[src/hw/soc_bus_pkg.sv]
// Fabric address map and widths

`default_nettype none

package soc_bus_pkg;

    // ==============================
    // Widths
    // ==============================

    // Data and address width
    localparam int xlen = 32;

    // Main memory geometry
    localparam int mem_words      = 1024;
    localparam int mem_index_bits = 10;

    // ==============================
    // Address map
    // ==============================

    // Set for the system region at 0x1000
    localparam int system_bit = 12;

    // Sub-block code in address bits 11:8
    localparam logic [3:0] gpio_select = 4'h0;

    // GPIO word offsets taken from address bits 7:2
    localparam logic [5:0] gpio_out_offset = 6'd0;
    localparam logic [5:0] gpio_in_offset  = 6'd1;
    localparam logic [5:0] gpio_dir_offset = 6'd2;

endpackage

`default_nettype wire

[src/hw/system_bus.sv]
// System bus decode and arbitration

`timescale 1ns/10ps
`default_nettype none

module system_bus
    import soc_bus_pkg::*;
(
    input  logic              clk,
    input  logic              rstz,
    // Instruction fetch port
    input  logic [xlen-1:0]   instr_addr,
    output logic [xlen-1:0]   instr_data,
    input  logic              instr_req,
    output logic              instr_gnt,
    // Data port
    input  logic [xlen-1:0]   data_addr,
    output logic [xlen-1:0]   data_rd_data,
    input  logic [xlen-1:0]   data_wr_data,
    input  logic [xlen/8-1:0] data_wr_mask,
    input  logic              data_rd_req,
    input  logic              data_wr_req,
    output logic              data_gnt,
    // Main memory side
    output logic [xlen-1:0]   mem_addr,
    input  logic [xlen-1:0]   mem_rd_data,
    output logic [xlen-1:0]   mem_wr_data,
    output logic              mem_en,
    output logic              mem_wr_en,
    output logic [xlen/8-1:0] mem_wr_mask,
    // GPIO side
    output logic [xlen-1:0]   gpio_addr,
    input  logic [xlen-1:0]   gpio_rd_data,
    output logic [xlen-1:0]   gpio_wr_data,
    output logic              gpio_en,
    output logic              gpio_wr_en
);

    logic       is_system;
    logic [3:0] sub_block;

    logic mem_data_rd;
    logic mem_data_wr;
    logic mem_data_access;
    logic gpio_data_rd;
    logic gpio_data_wr;
    logic gpio_data_access;

    logic instr_gnt_q;
    logic mem_data_gnt_q;
    logic gpio_data_gnt_q;

    // ==============================
    // Address decode
    // ==============================

    assign is_system = data_addr[system_bit];
    assign sub_block = data_addr[11:8];

    assign mem_data_rd     = data_rd_req & ~is_system;
    assign mem_data_wr     = data_wr_req & ~is_system;
    assign mem_data_access = mem_data_rd | mem_data_wr;

    // Other sub-block codes fall through with no target
    assign gpio_data_rd     = data_rd_req & is_system & (sub_block == gpio_select);
    assign gpio_data_wr     = data_wr_req & is_system & (sub_block == gpio_select);
    assign gpio_data_access = gpio_data_rd | gpio_data_wr;

    // ==============================
    // Memory port steering
    // ==============================

    // Data wins the shared port, fetch waits a cycle
    always_comb begin
        mem_en      = instr_req | mem_data_access;
        mem_wr_en   = mem_data_wr;
        mem_addr    = mem_data_access ? data_addr : instr_addr;
        mem_wr_data = data_wr_data;
        mem_wr_mask = data_wr_mask;
    end

    // GPIO takes whole words only
    always_comb begin
        gpio_en      = gpio_data_access;
        gpio_wr_en   = gpio_data_wr;
        gpio_addr    = data_addr;
        gpio_wr_data = data_wr_data;
    end

    // ==============================
    // Grants and read return
    // ==============================

    always_ff @(posedge clk or negedge rstz) begin
        if (!rstz) begin
            instr_gnt_q     <= 1'b0;
            mem_data_gnt_q  <= 1'b0;
            gpio_data_gnt_q <= 1'b0;
        end else begin
            instr_gnt_q     <= instr_req & ~mem_data_access;
            mem_data_gnt_q  <= mem_data_access;
            gpio_data_gnt_q <= gpio_data_access;
        end
    end

    assign instr_gnt  = instr_gnt_q;
    assign instr_data = mem_rd_data;
    assign data_gnt   = mem_data_gnt_q | gpio_data_gnt_q;

    // Memory is the default source
    assign data_rd_data = gpio_data_gnt_q ? gpio_rd_data : mem_rd_data;

endmodule

`default_nettype wire

[config.mk]
export PLATFORM = sky130hd
export DESIGN_NAME = system_bus
export DESIGN_NICKNAME = d
export VERILOG_FILES = /design/src/hw/soc_bus_pkg.sv /design/src/hw/system_bus.sv
export SDC_FILE = /design/constraint.sdc
export NUM_CORES = 1
export LEC_CHECK = 0
export ABC_CLOCK_PERIOD_IN_PS = 3400
export BUFFER_PORTS_ARGS = -buffer_cell sky130_fd_sc_hd__buf_2
export CAP_MARGIN = 20
export CORE_AREA = 4 4 143 145
export DETAILED_ROUTE_END_ITERATION = 10
export DIE_AREA = 0 0 147 149
export PLACE_DENSITY = 0.38
export SYNTH_ARGS = -nofsm -noshare
export SYNTH_HDL_FRONTEND = slang
export SYNTH_SLANG_ARGS = --single-unit
export TNS_END_PERCENT = 5
[constraint.sdc]
create_clock -name clk -period 3.4 [get_ports clk]
set_clock_uncertainty 0.2 [all_clocks]
set_input_delay 0.17 -clock clk [delete_from_list [all_inputs] [get_ports clk]]
set_output_delay 0.17 -clock clk [all_outputs]
set_load 0.02 [all_outputs]
==> run metrics <==
total power divided by cell area=around 230 nW/um^2; maximum number of pins on one net before global-route repair=34; share of the yosys chip area belonging to registers=around 3.7%; detailed-placement wirelength estimate=between 6 and 7 mm; H-tree Lvls=1; core occupancy in the finished layout=between 10% and 20%; number of nets in the synthesized netlist=384; count of placed standard cells including taps=roughly 610; vias per cell=approximately 2.9; count of final hold-check violations=0; overall routing resource usage=5.30%; largest family of logic cells by synthesized area=buffers and inverters; highest-count cells in the layout ignoring fill and taps=266 x buf_2, 37 x mux2_2, 26 x mux2_4, 3 x clkbuf_16, 3 x dfrtp_1; TritonCTS clock tree=yes; worst hold slack across all endpoints=around 0.043 ns; area growth from synthesis to layout=36.7%; post-synthesis cell count=215; most numerous cell on the critical path=buf_2; multiplexer area fraction after synthesis=approximately two fifths; final worst-path setup slack=1.44 ns; routed length per instance=about 11 um; worst stage delay on the critical path=between 0.5 and 0.6 ns; simple-gate portion of the synthesized area=2.18%; full die area=between 20000 and 25000 sq um; Period minus WS final=a little under 2 ns; YS warnings=0; setup violation total in the final timing report=0; f_max=just over 500 MHz; flip-flop and latch count after synthesis=3; number of optimization iterations in the first detailed-route pass=3; die height=about 150 um; Setup crit end kind=output port; post-CTS setup buffer count=0; placeable core area=19200 sq um; wire length of the first global-routing pass=9.22 mm; cell breakdown of the critical path=buf_2 -> o21bai_4 -> buf_12 -> mux2_2 -> buf_2; critical path required time=just over 3 ns; headroom to the max-slew limit=between 50% and 60%; post-route DRC violation count=0; arrival time of the worst setup path=between 1.5 and 2 ns; cell at the root of the clock tree=clkbuf_16; count of unique library cells instantiated by Yosys=16; CP Class=input port to output port; number of nets with antenna violations after detailed routing=0; standard-cell rows=a little over 50; starting DRC count in detailed routing=25; leakage power=approximately 1.6 nW; run status=completed; sinks on the clock net=3; CP startpoint kind=input port; transition time of the tightest slew-check pin=between 0.6 and 0.7 ns; number of antenna violations at the first check in global routing=0; filler instances=2190; commonest non-fill, non-tap cell in the layout=buf_2; post-synthesis compound-gate area fraction=1.43%; number of buffer and inverter instances along the worst setup path=3; RSZ-0062 raised after global routing=no; number of nets in the layout=520; CTS Buf Count=3; total negative slack=0 ns; cell with the largest stage delay on the worst path=o21bai_4; share of final-layout standard cells stronger than drive strength 1=~96%; share of synthesized cell area in full adder, half adder and majority cells=0%; total vias in the final route=~1800; Port-buffer cells=about 270; cell family with most CP delay=buffers and inverters; total routed wirelength=6.81 mm; count of placed standard cells in the final layout, fillers left out=615; Max FO, Critical Path=19; Max Root-Sink Buffers=2; remaining global-route overflow=0; post-CTS clock slew at the launch and capture registers of the worst setup and hold paths=around 0.030 ns; placement-stage worst setup slack=1.42 ns; period utilisation layout=57.7%; largest voltage drop on the vdd net=~0.13 mV; ports placed on the boundary=~370; routability cong.=roughly 0.73; final number of max-transition violations=0; via count of the first global-routing pass=1801; type of the most critical hold path=input port to flip-flop; initial core utilization=10.5%; xor/xnor share of the synthesized area=0%; width of the die=roughly 150 um; ant diodes=0; cell area after technology mapping=roughly 2000 sq um; Mean Syn Cell Area=roughly 9.4 sq um; Max-cap violations=0
## power breakdown
group          switching [W]  internal, W  total [W]
clock network      0.0000336     0.000155   0.000188
registers        0.000000332    0.0000376  0.0000379
logic               0.000225     0.000188   0.000413
total               0.000259     0.000380   0.000639
## layer usage
layer  part of all wire (%)  vias to the layer above  global-route usage (%)
met4                    1.0                        0                    1.35
li1                       -                      851                       -
met1                     32                      747                    5.28
met5                      0                        -                       0
met3                     17                        9                    2.77
met2                     50                      207                    9.73
## path summary, 6_finish.rpt
check / from / slack, ns / depth (start not counted) / end
worst max-delay path: data_rd_req / 1.44 / 5 / mem_addr[31]
worst min-delay path: data_addr[12] / 0.04 / 2 / gpio_data_gnt_q
max in group asynchronous: rstz / 2.80 / 2 / instr_gnt
min in group asynchronous: rstz / 0.08 / 2 / mem_data_gnt_q
## cells in the mapped netlist (all sizes together)
cell,count,area (sq um)
dfrtp,3,75.1
or2,1,6.26
nand2b,1,6.26
nor4,1,6.26
inv,1,3.75
mux2,63,807
o211a,1,10.0
o21bai,1,18.8
nor2b,1,6.26
buf,139,1050
and2,2,12.5
and3,1,6.26
## registers in the layout, indices dropped and copies added (netlist names)
register         count
mem_data_gnt_q       1
gpio_data_gnt_q      1
instr_gnt            1
## kinds of logic after synthesis
family / after synthesis
muxes: 63
AOI/OAI and AO/OA: 2
DFF: 3
and+or+nand+nor: 7
buffers and inverters: 140
## per-stage QoR
| stage | total power [W] | cell area [sq um] |
|---|---|---|
| 6_report | 0.000639 | 2750 |
| 5_1_grt | 0.000675 | 2750 |
| 4_1_cts | 0.000648 | 2750 |
| 3_5_place_dp | 0.000453 | 2650 |
| 3_3_place_gp | 0.000457 | 2650 |
| 2_1_floorplan | 0.000443 | 2010 |
## repair_timing
action / CTS / global route
hold buffers: 2 / 0
endpoints found under the hold margin: 4 / 0
resized for setup: 0 / 0
## cell type report
type	instances	area, sq um	share of cell area (%)
repair buffers	270	1380	50.2
multi-input cells	72	880	32.0
well taps	265	332	12.1
clock buffers	4	78.8	2.87
flip-flops and latches	3	75.1	2.73
inverters	1	3.75	0.137
(Power assumes the default switching activity.)
