$ cat src/hw/soc_bus_pkg.sv
// Fabric address map and widths

`default_nettype none

package soc_bus_pkg;

    // ==============================
    // Widths
    // ==============================

    // Data and address width
    localparam int xlen = 32;

    // Main memory geometry
    localparam int mem_words      = 1024;
    localparam int mem_index_bits = 10;

    // ==============================
    // Address map
    // ==============================

    // Set for the system region at 0x1000
    localparam int system_bit = 12;

    // Sub-block code in address bits 11:8
    localparam logic [3:0] gpio_select = 4'h0;

    // GPIO word offsets taken from address bits 7:2
    localparam logic [5:0] gpio_out_offset = 6'd0;
    localparam logic [5:0] gpio_in_offset  = 6'd1;
    localparam logic [5:0] gpio_dir_offset = 6'd2;

endpackage

`default_nettype wire

$ cat src/hw/gpio_block.sv
// GPIO registers and pin sync

`timescale 1ns/10ps
`default_nettype none

module gpio_block
    import soc_bus_pkg::*;
(
    input  logic            clk,
    input  logic            rstz,
    input  logic [xlen-1:0] addr,
    input  logic [xlen-1:0] wr_data,
    input  logic            en,
    input  logic            wr_en,
    input  logic [xlen-1:0] pins_in,
    output logic [xlen-1:0] rd_data,
    output logic [xlen-1:0] pins_out,
    output logic [xlen-1:0] pins_oe
);

    logic [5:0]      offset;
    logic [xlen-1:0] out_reg;
    logic [xlen-1:0] dir_reg;
    logic [xlen-1:0] sync_meta;
    logic [xlen-1:0] sync_pins;

    assign offset = addr[7:2];

    // ==============================
    // Control registers
    // ==============================

    always_ff @(posedge clk or negedge rstz) begin
        if (!rstz) begin
            out_reg <= '0;
            dir_reg <= '0;
        end else if (en && wr_en) begin
            if (offset == gpio_out_offset) begin
                out_reg <= wr_data;
            end
            if (offset == gpio_dir_offset) begin
                dir_reg <= wr_data;
            end
        end
    end

    assign pins_out = out_reg;
    assign pins_oe  = dir_reg;

    // Two-flop synchronizer for the input pins
    always_ff @(posedge clk or negedge rstz) begin
        if (!rstz) begin
            sync_meta <= '0;
            sync_pins <= '0;
        end else begin
            sync_meta <= pins_in;
            sync_pins <= sync_meta;
        end
    end

    // ==============================
    // Read port
    // ==============================

    always_ff @(posedge clk) begin
        if (en) begin
            case (offset)
                gpio_out_offset: rd_data <= out_reg;
                gpio_in_offset:  rd_data <= sync_pins;
                gpio_dir_offset: rd_data <= dir_reg;
                default:         rd_data <= '0;
            endcase
        end
    end

endmodule

`default_nettype wire

$ cat config.mk
export PLATFORM = sky130hd
export DESIGN_NAME = gpio_block
export DESIGN_NICKNAME = d
export VERILOG_FILES = /design/src/hw/soc_bus_pkg.sv /design/src/hw/gpio_block.sv
export SDC_FILE = /design/constraint.sdc
export NUM_CORES = 1
export LEC_CHECK = 0
export BUFFER_PORTS_ARGS = -buffer_cell sky130_fd_sc_hd__buf_2
export CELL_PAD_IN_SITES_DETAIL_PLACEMENT = 0
export CELL_PAD_IN_SITES_GLOBAL_PLACEMENT = 2
export CORE_AREA = 4 4 116 173
export CTS_BUF_LIST = sky130_fd_sc_hd__clkbuf_16
export CTS_CLUSTER_DIAMETER = 100
export DETAILED_ROUTE_END_ITERATION = 16
export DIE_AREA = 0 0 120 177
export GPL_ROUTABILITY_DRIVEN = 0
export PLACE_DENSITY = 0.75
export SETUP_SLACK_MARGIN = 0.3
export SYNTH_ARGS = -nofsm -noshare
export SYNTH_HDL_FRONTEND = slang
export SYNTH_SLANG_ARGS = --single-unit
export TNS_END_PERCENT = 30
$ cat constraint.sdc
create_clock -name clk -period 0.9 [get_ports clk]
set_input_delay 0.09 -clock clk [delete_from_list [all_inputs] [get_ports clk]]
set_output_delay 0.09 -clock clk [all_outputs]
set_load 0.02 [all_outputs]
==> impl.org <==
** Drt
- Using the TritonRoute via totals, the vias-per-cell ratio works out to 4.464.
- The first detailed-routing pass took 4 iterations.
- The detail route stage leaves a number of antenna-violating nets equal to 0.
- Routed len/inst :: 19.20 um
- DR iter-0 viols :: 180
- Total detailed-routing wirelength :: 15530 um
- In the routed design, unresolved DRC markers number 0.
- Summing over every cut layer, the via total after detailed routing is 3611.

** Clocking
- Clock tree synthesis inserted a total of 17 buffers.
- TritonCTS clock tree :: built
- Deepest level of the CTS H-tree :: 4
- After clock tree synthesis, the clock-pin slew on the worst setup and hold paths is 60 ps.
- For the worst-skew pair, the clock arrives at the later sink with an insertion delay of 420 ps.
- In this run the deepest clock path goes through 2 buffers.
- CTS hold repair buffers :: 33
- Buffer type at the clock tree root :: clkbuf_16
- CTS saw 160 sinks.

** Placed design
- HPWL after detailed placement :: 9430 um
- Buffers on Ports :: 169
- Worst setup slack after placement :: -953.5 ps
- Post-placement cell count :: 733

** Synthesis
- Synthesized instance count :: 314
- Yosys printed 0 warnings.
- Proportion of synthesized chip area in sequential cells :: 73.43%
- In this run the mean area of a mapped cell was 18.06 sq um.
- Counting flops and latches in the post-synthesis netlist gives 160.
- dfrtp_1 takes more of the synthesized area than any other cell.
- The number of different library cells used by synthesis comes to 19.
- Syn_nets :: 414
- Proportion of netlist area held by the largest area contributor :: 56.49%
- In this run the cell area of the synthesized design comes to 0.005670 sq mm.
- Ranked by total cell area, the synthesized netlist is headed by dfrtp_1, edfxtp_1, mux2_2.

** Worst hold path
- Path type of the worst min-delay path :: in2async

** Worst setup path
- Largest fanout on the critical path :: 16
- Critical Path AT :: 1730 ps
- For the worst setup path, the data required time is 1200 ps.
- The critical path in this run is classified as in2reg.
- STA classifies the critical path startpoint as an input pin.
- Category of the worst setup path capture point :: flip-flop

** Die
- Initial Utilization :: 30.57%
- Number of standard-cell rows in the floorplan :: 61
- Die Ht :: 177 um
- After floorplanning, the core was sized to cover 0.01855 sq mm.
- Die area :: 0.02124 sq mm
- Die X-Extent :: 120 um
- Count of boundary I/O pins :: 196

** Cells and area
- Final standard cell utilization of the core :: 45.99%
- Layout cell share with drive strength beyond 1 :: 53.68%
- Count of non-filler cells in the finished layout :: 809
- Area growth syn-to-layout :: 50.42%
- Number of diodes added for antenna fixing :: 0
- The final layout contains 644 nets.

** Pwr
- In this run the static leakage power is 0.004063 uW.
- Maximum ir drop on the vdd rail :: 1172 uV
- Power spread over the standard cell area amounts to 2085 mW/mm^2.

** Timing
- Worst slew margin relative to its limit :: 74.14%
- Count of final max-slew check failures :: 0
- For the pin with the worst max-slew slack, the measured transition is 387.9 ps.
- Setup repair after global routing could not meet its margin everywhere.
- Across the routed clock network, the largest skew measured is 6.535 ps.
- Fmax achieved :: 696.9 MHz
- Time the final worst path needs with I/O delays and setup :: 1435 ps
- Final Setup Violations :: 192
- The final hold violation count was 192.
- On the final layout, the worst hold slack is -147.1 ps.
- Fraction of the cycle the final worst path needs :: 159.4%
- After layout, the worst setup slack is -534.9 ps.

** Global routing
- Global-route wire length before repair :: 22050 um
- For this run, the total global-route usage over all layers was measured as 13.69%.
- Via count of the first global-routing pass :: 3947
- For this run the aggregate overflow at the end of global routing stands at 0.
- The initial antenna violation count came to 0.
- Entering global routing, the biggest net connects 75 pins.

** Outcome
- The flow ran to the end, but the final reports show violations.
- Violated checks :: hold timing, setup timing

** Job
- Max-capacitance violation count :: 0
-- state kept, by name (all words and copies together) (netlist names) --
name,count
rd_data,32
sync_pins,32
pins_oe,32
sync_meta,32
pins_out,32
-- area by class of cell --
| cell class | count | area, sq um |
|---|---|---|
| clock buffers | 17 | 425.4 |
| clock inverters | 15 | 214.0 |
| fillers | 1660 | 10020 |
| multi-input cells | 136 | 1632 |
| repair buffers | 229 | 1779 |
| well taps | 252 | 315.3 |
| flip-flops and latches | 160 | 4164 |
-- stage by stage --
step	total power [uW]	TNS (ps)	area [sq um]	hold WS (ps)
finish	17780	-58880	8529	-147.1
floorplan	8915	-74480	5680	-205.6
detailed placement	9760	-90930	6933	121.9
global placement	9718	-88680	6933	113.7
global route	18480	-64360	8529	-131.9
CTS	17800	-60990	8028	-107.7
-- worst paths after layout --
check / from / slack [ps] / depth (start not counted) / end
max: addr[7] / -530 / 6 / pins_oe[1]
max reg2reg: pins_out[3] / -20 / 2 / rd_data[3]
min reg2reg: sync_meta[31] / 350 / 0 / sync_pins[31]
max in group asynchronous: rstz / 710 / 3 / sync_pins[22]
min in group clk: wr_data[26] / -80 / 2 / pins_out[26]
min: rstz / -150 / 3 / sync_pins[8]
-- Yosys cell counts (all sizes together) --
library cell  count
o21a              1
edfxtp           32
nand2             1
buf               9
dfrtp           128
nor4              1
or4               1
clkbuf            9
nand3b            1
nor4b             1
nor2              1
mux2             64
o2bb2ai          31
mux2i            32
nor3b             1
or2               1
-- kinds of logic (layout without fill, tap and decap cells) --
logic type / count (synthesis) / in the layout / synth area share, %
flip-flops: 160 / 160 / 73.43
multiplexers: 96 / 96 / 18.36
AO/OA/AOI/OAI: 32 / 32 / 4.921
buffers and inverters: 18 / 261 / 1.853
AND/OR/NAND/NOR: 8 / 8 / 1.434
-- where the power goes --
group	total (uW)	internal, uW	switching (uW)
combinational	1870	937	938
sequential	8120	7830	292
clock	7790	4910	2880
total	17800	13700	4110
-- cells in the final DEF (no fill, tap or decap) --
master,n
o21a_1,1
mux2_2,18
mux2i_1,32
clkinv_4,3
o2bb2ai_1,24
nor4_4,1
clkinv_2,1
nor4b_4,1
nor2_1,1
buf_2,139
dfrtp_1,128
mux2_4,45
nor3b_4,1
nand3b_1,1
clkbuf_16,20
dlymetal6s4s_1,1
inv_6,2
edfxtp_1,32
or4_4,1
nand2_1,1
buf_16,2
buf_12,7
buf_6,36
clkinv_1,3
buf_4,8
or2_4,1
bufinv_16,5
mux2_1,1
buf_8,1
o2bb2ai_2,7
dlygate4sd3_1,32
inv_1,1
-- critical path, cell delays in order --
cell and delay [ps]:
buf_6 90, or4_4 570, nor4b_4 220, buf_4 190, clkbuf_16 200, mux2_2 350
-- timing repair --
action                     4_1_cts  5_1_grt
setup endpoints to repair      224      259
setup buffers                    1        4
gates cloned                     1        5
pin swaps                        2        1
hold endpoints to repair       224      192
gates resized for setup         26      107
-- layer usage --
layer  vias up  part of all wire, %  global-route usage, %
li1       1616                    -                      -
met1      1868                   42                  16.10
met2       112                   53                  24.14
met3        15                  4.4                  3.358
met4         0                  1.2                  5.017
met5         -                    0                      0
Note: power is estimated with default switching activity, not from simulation.
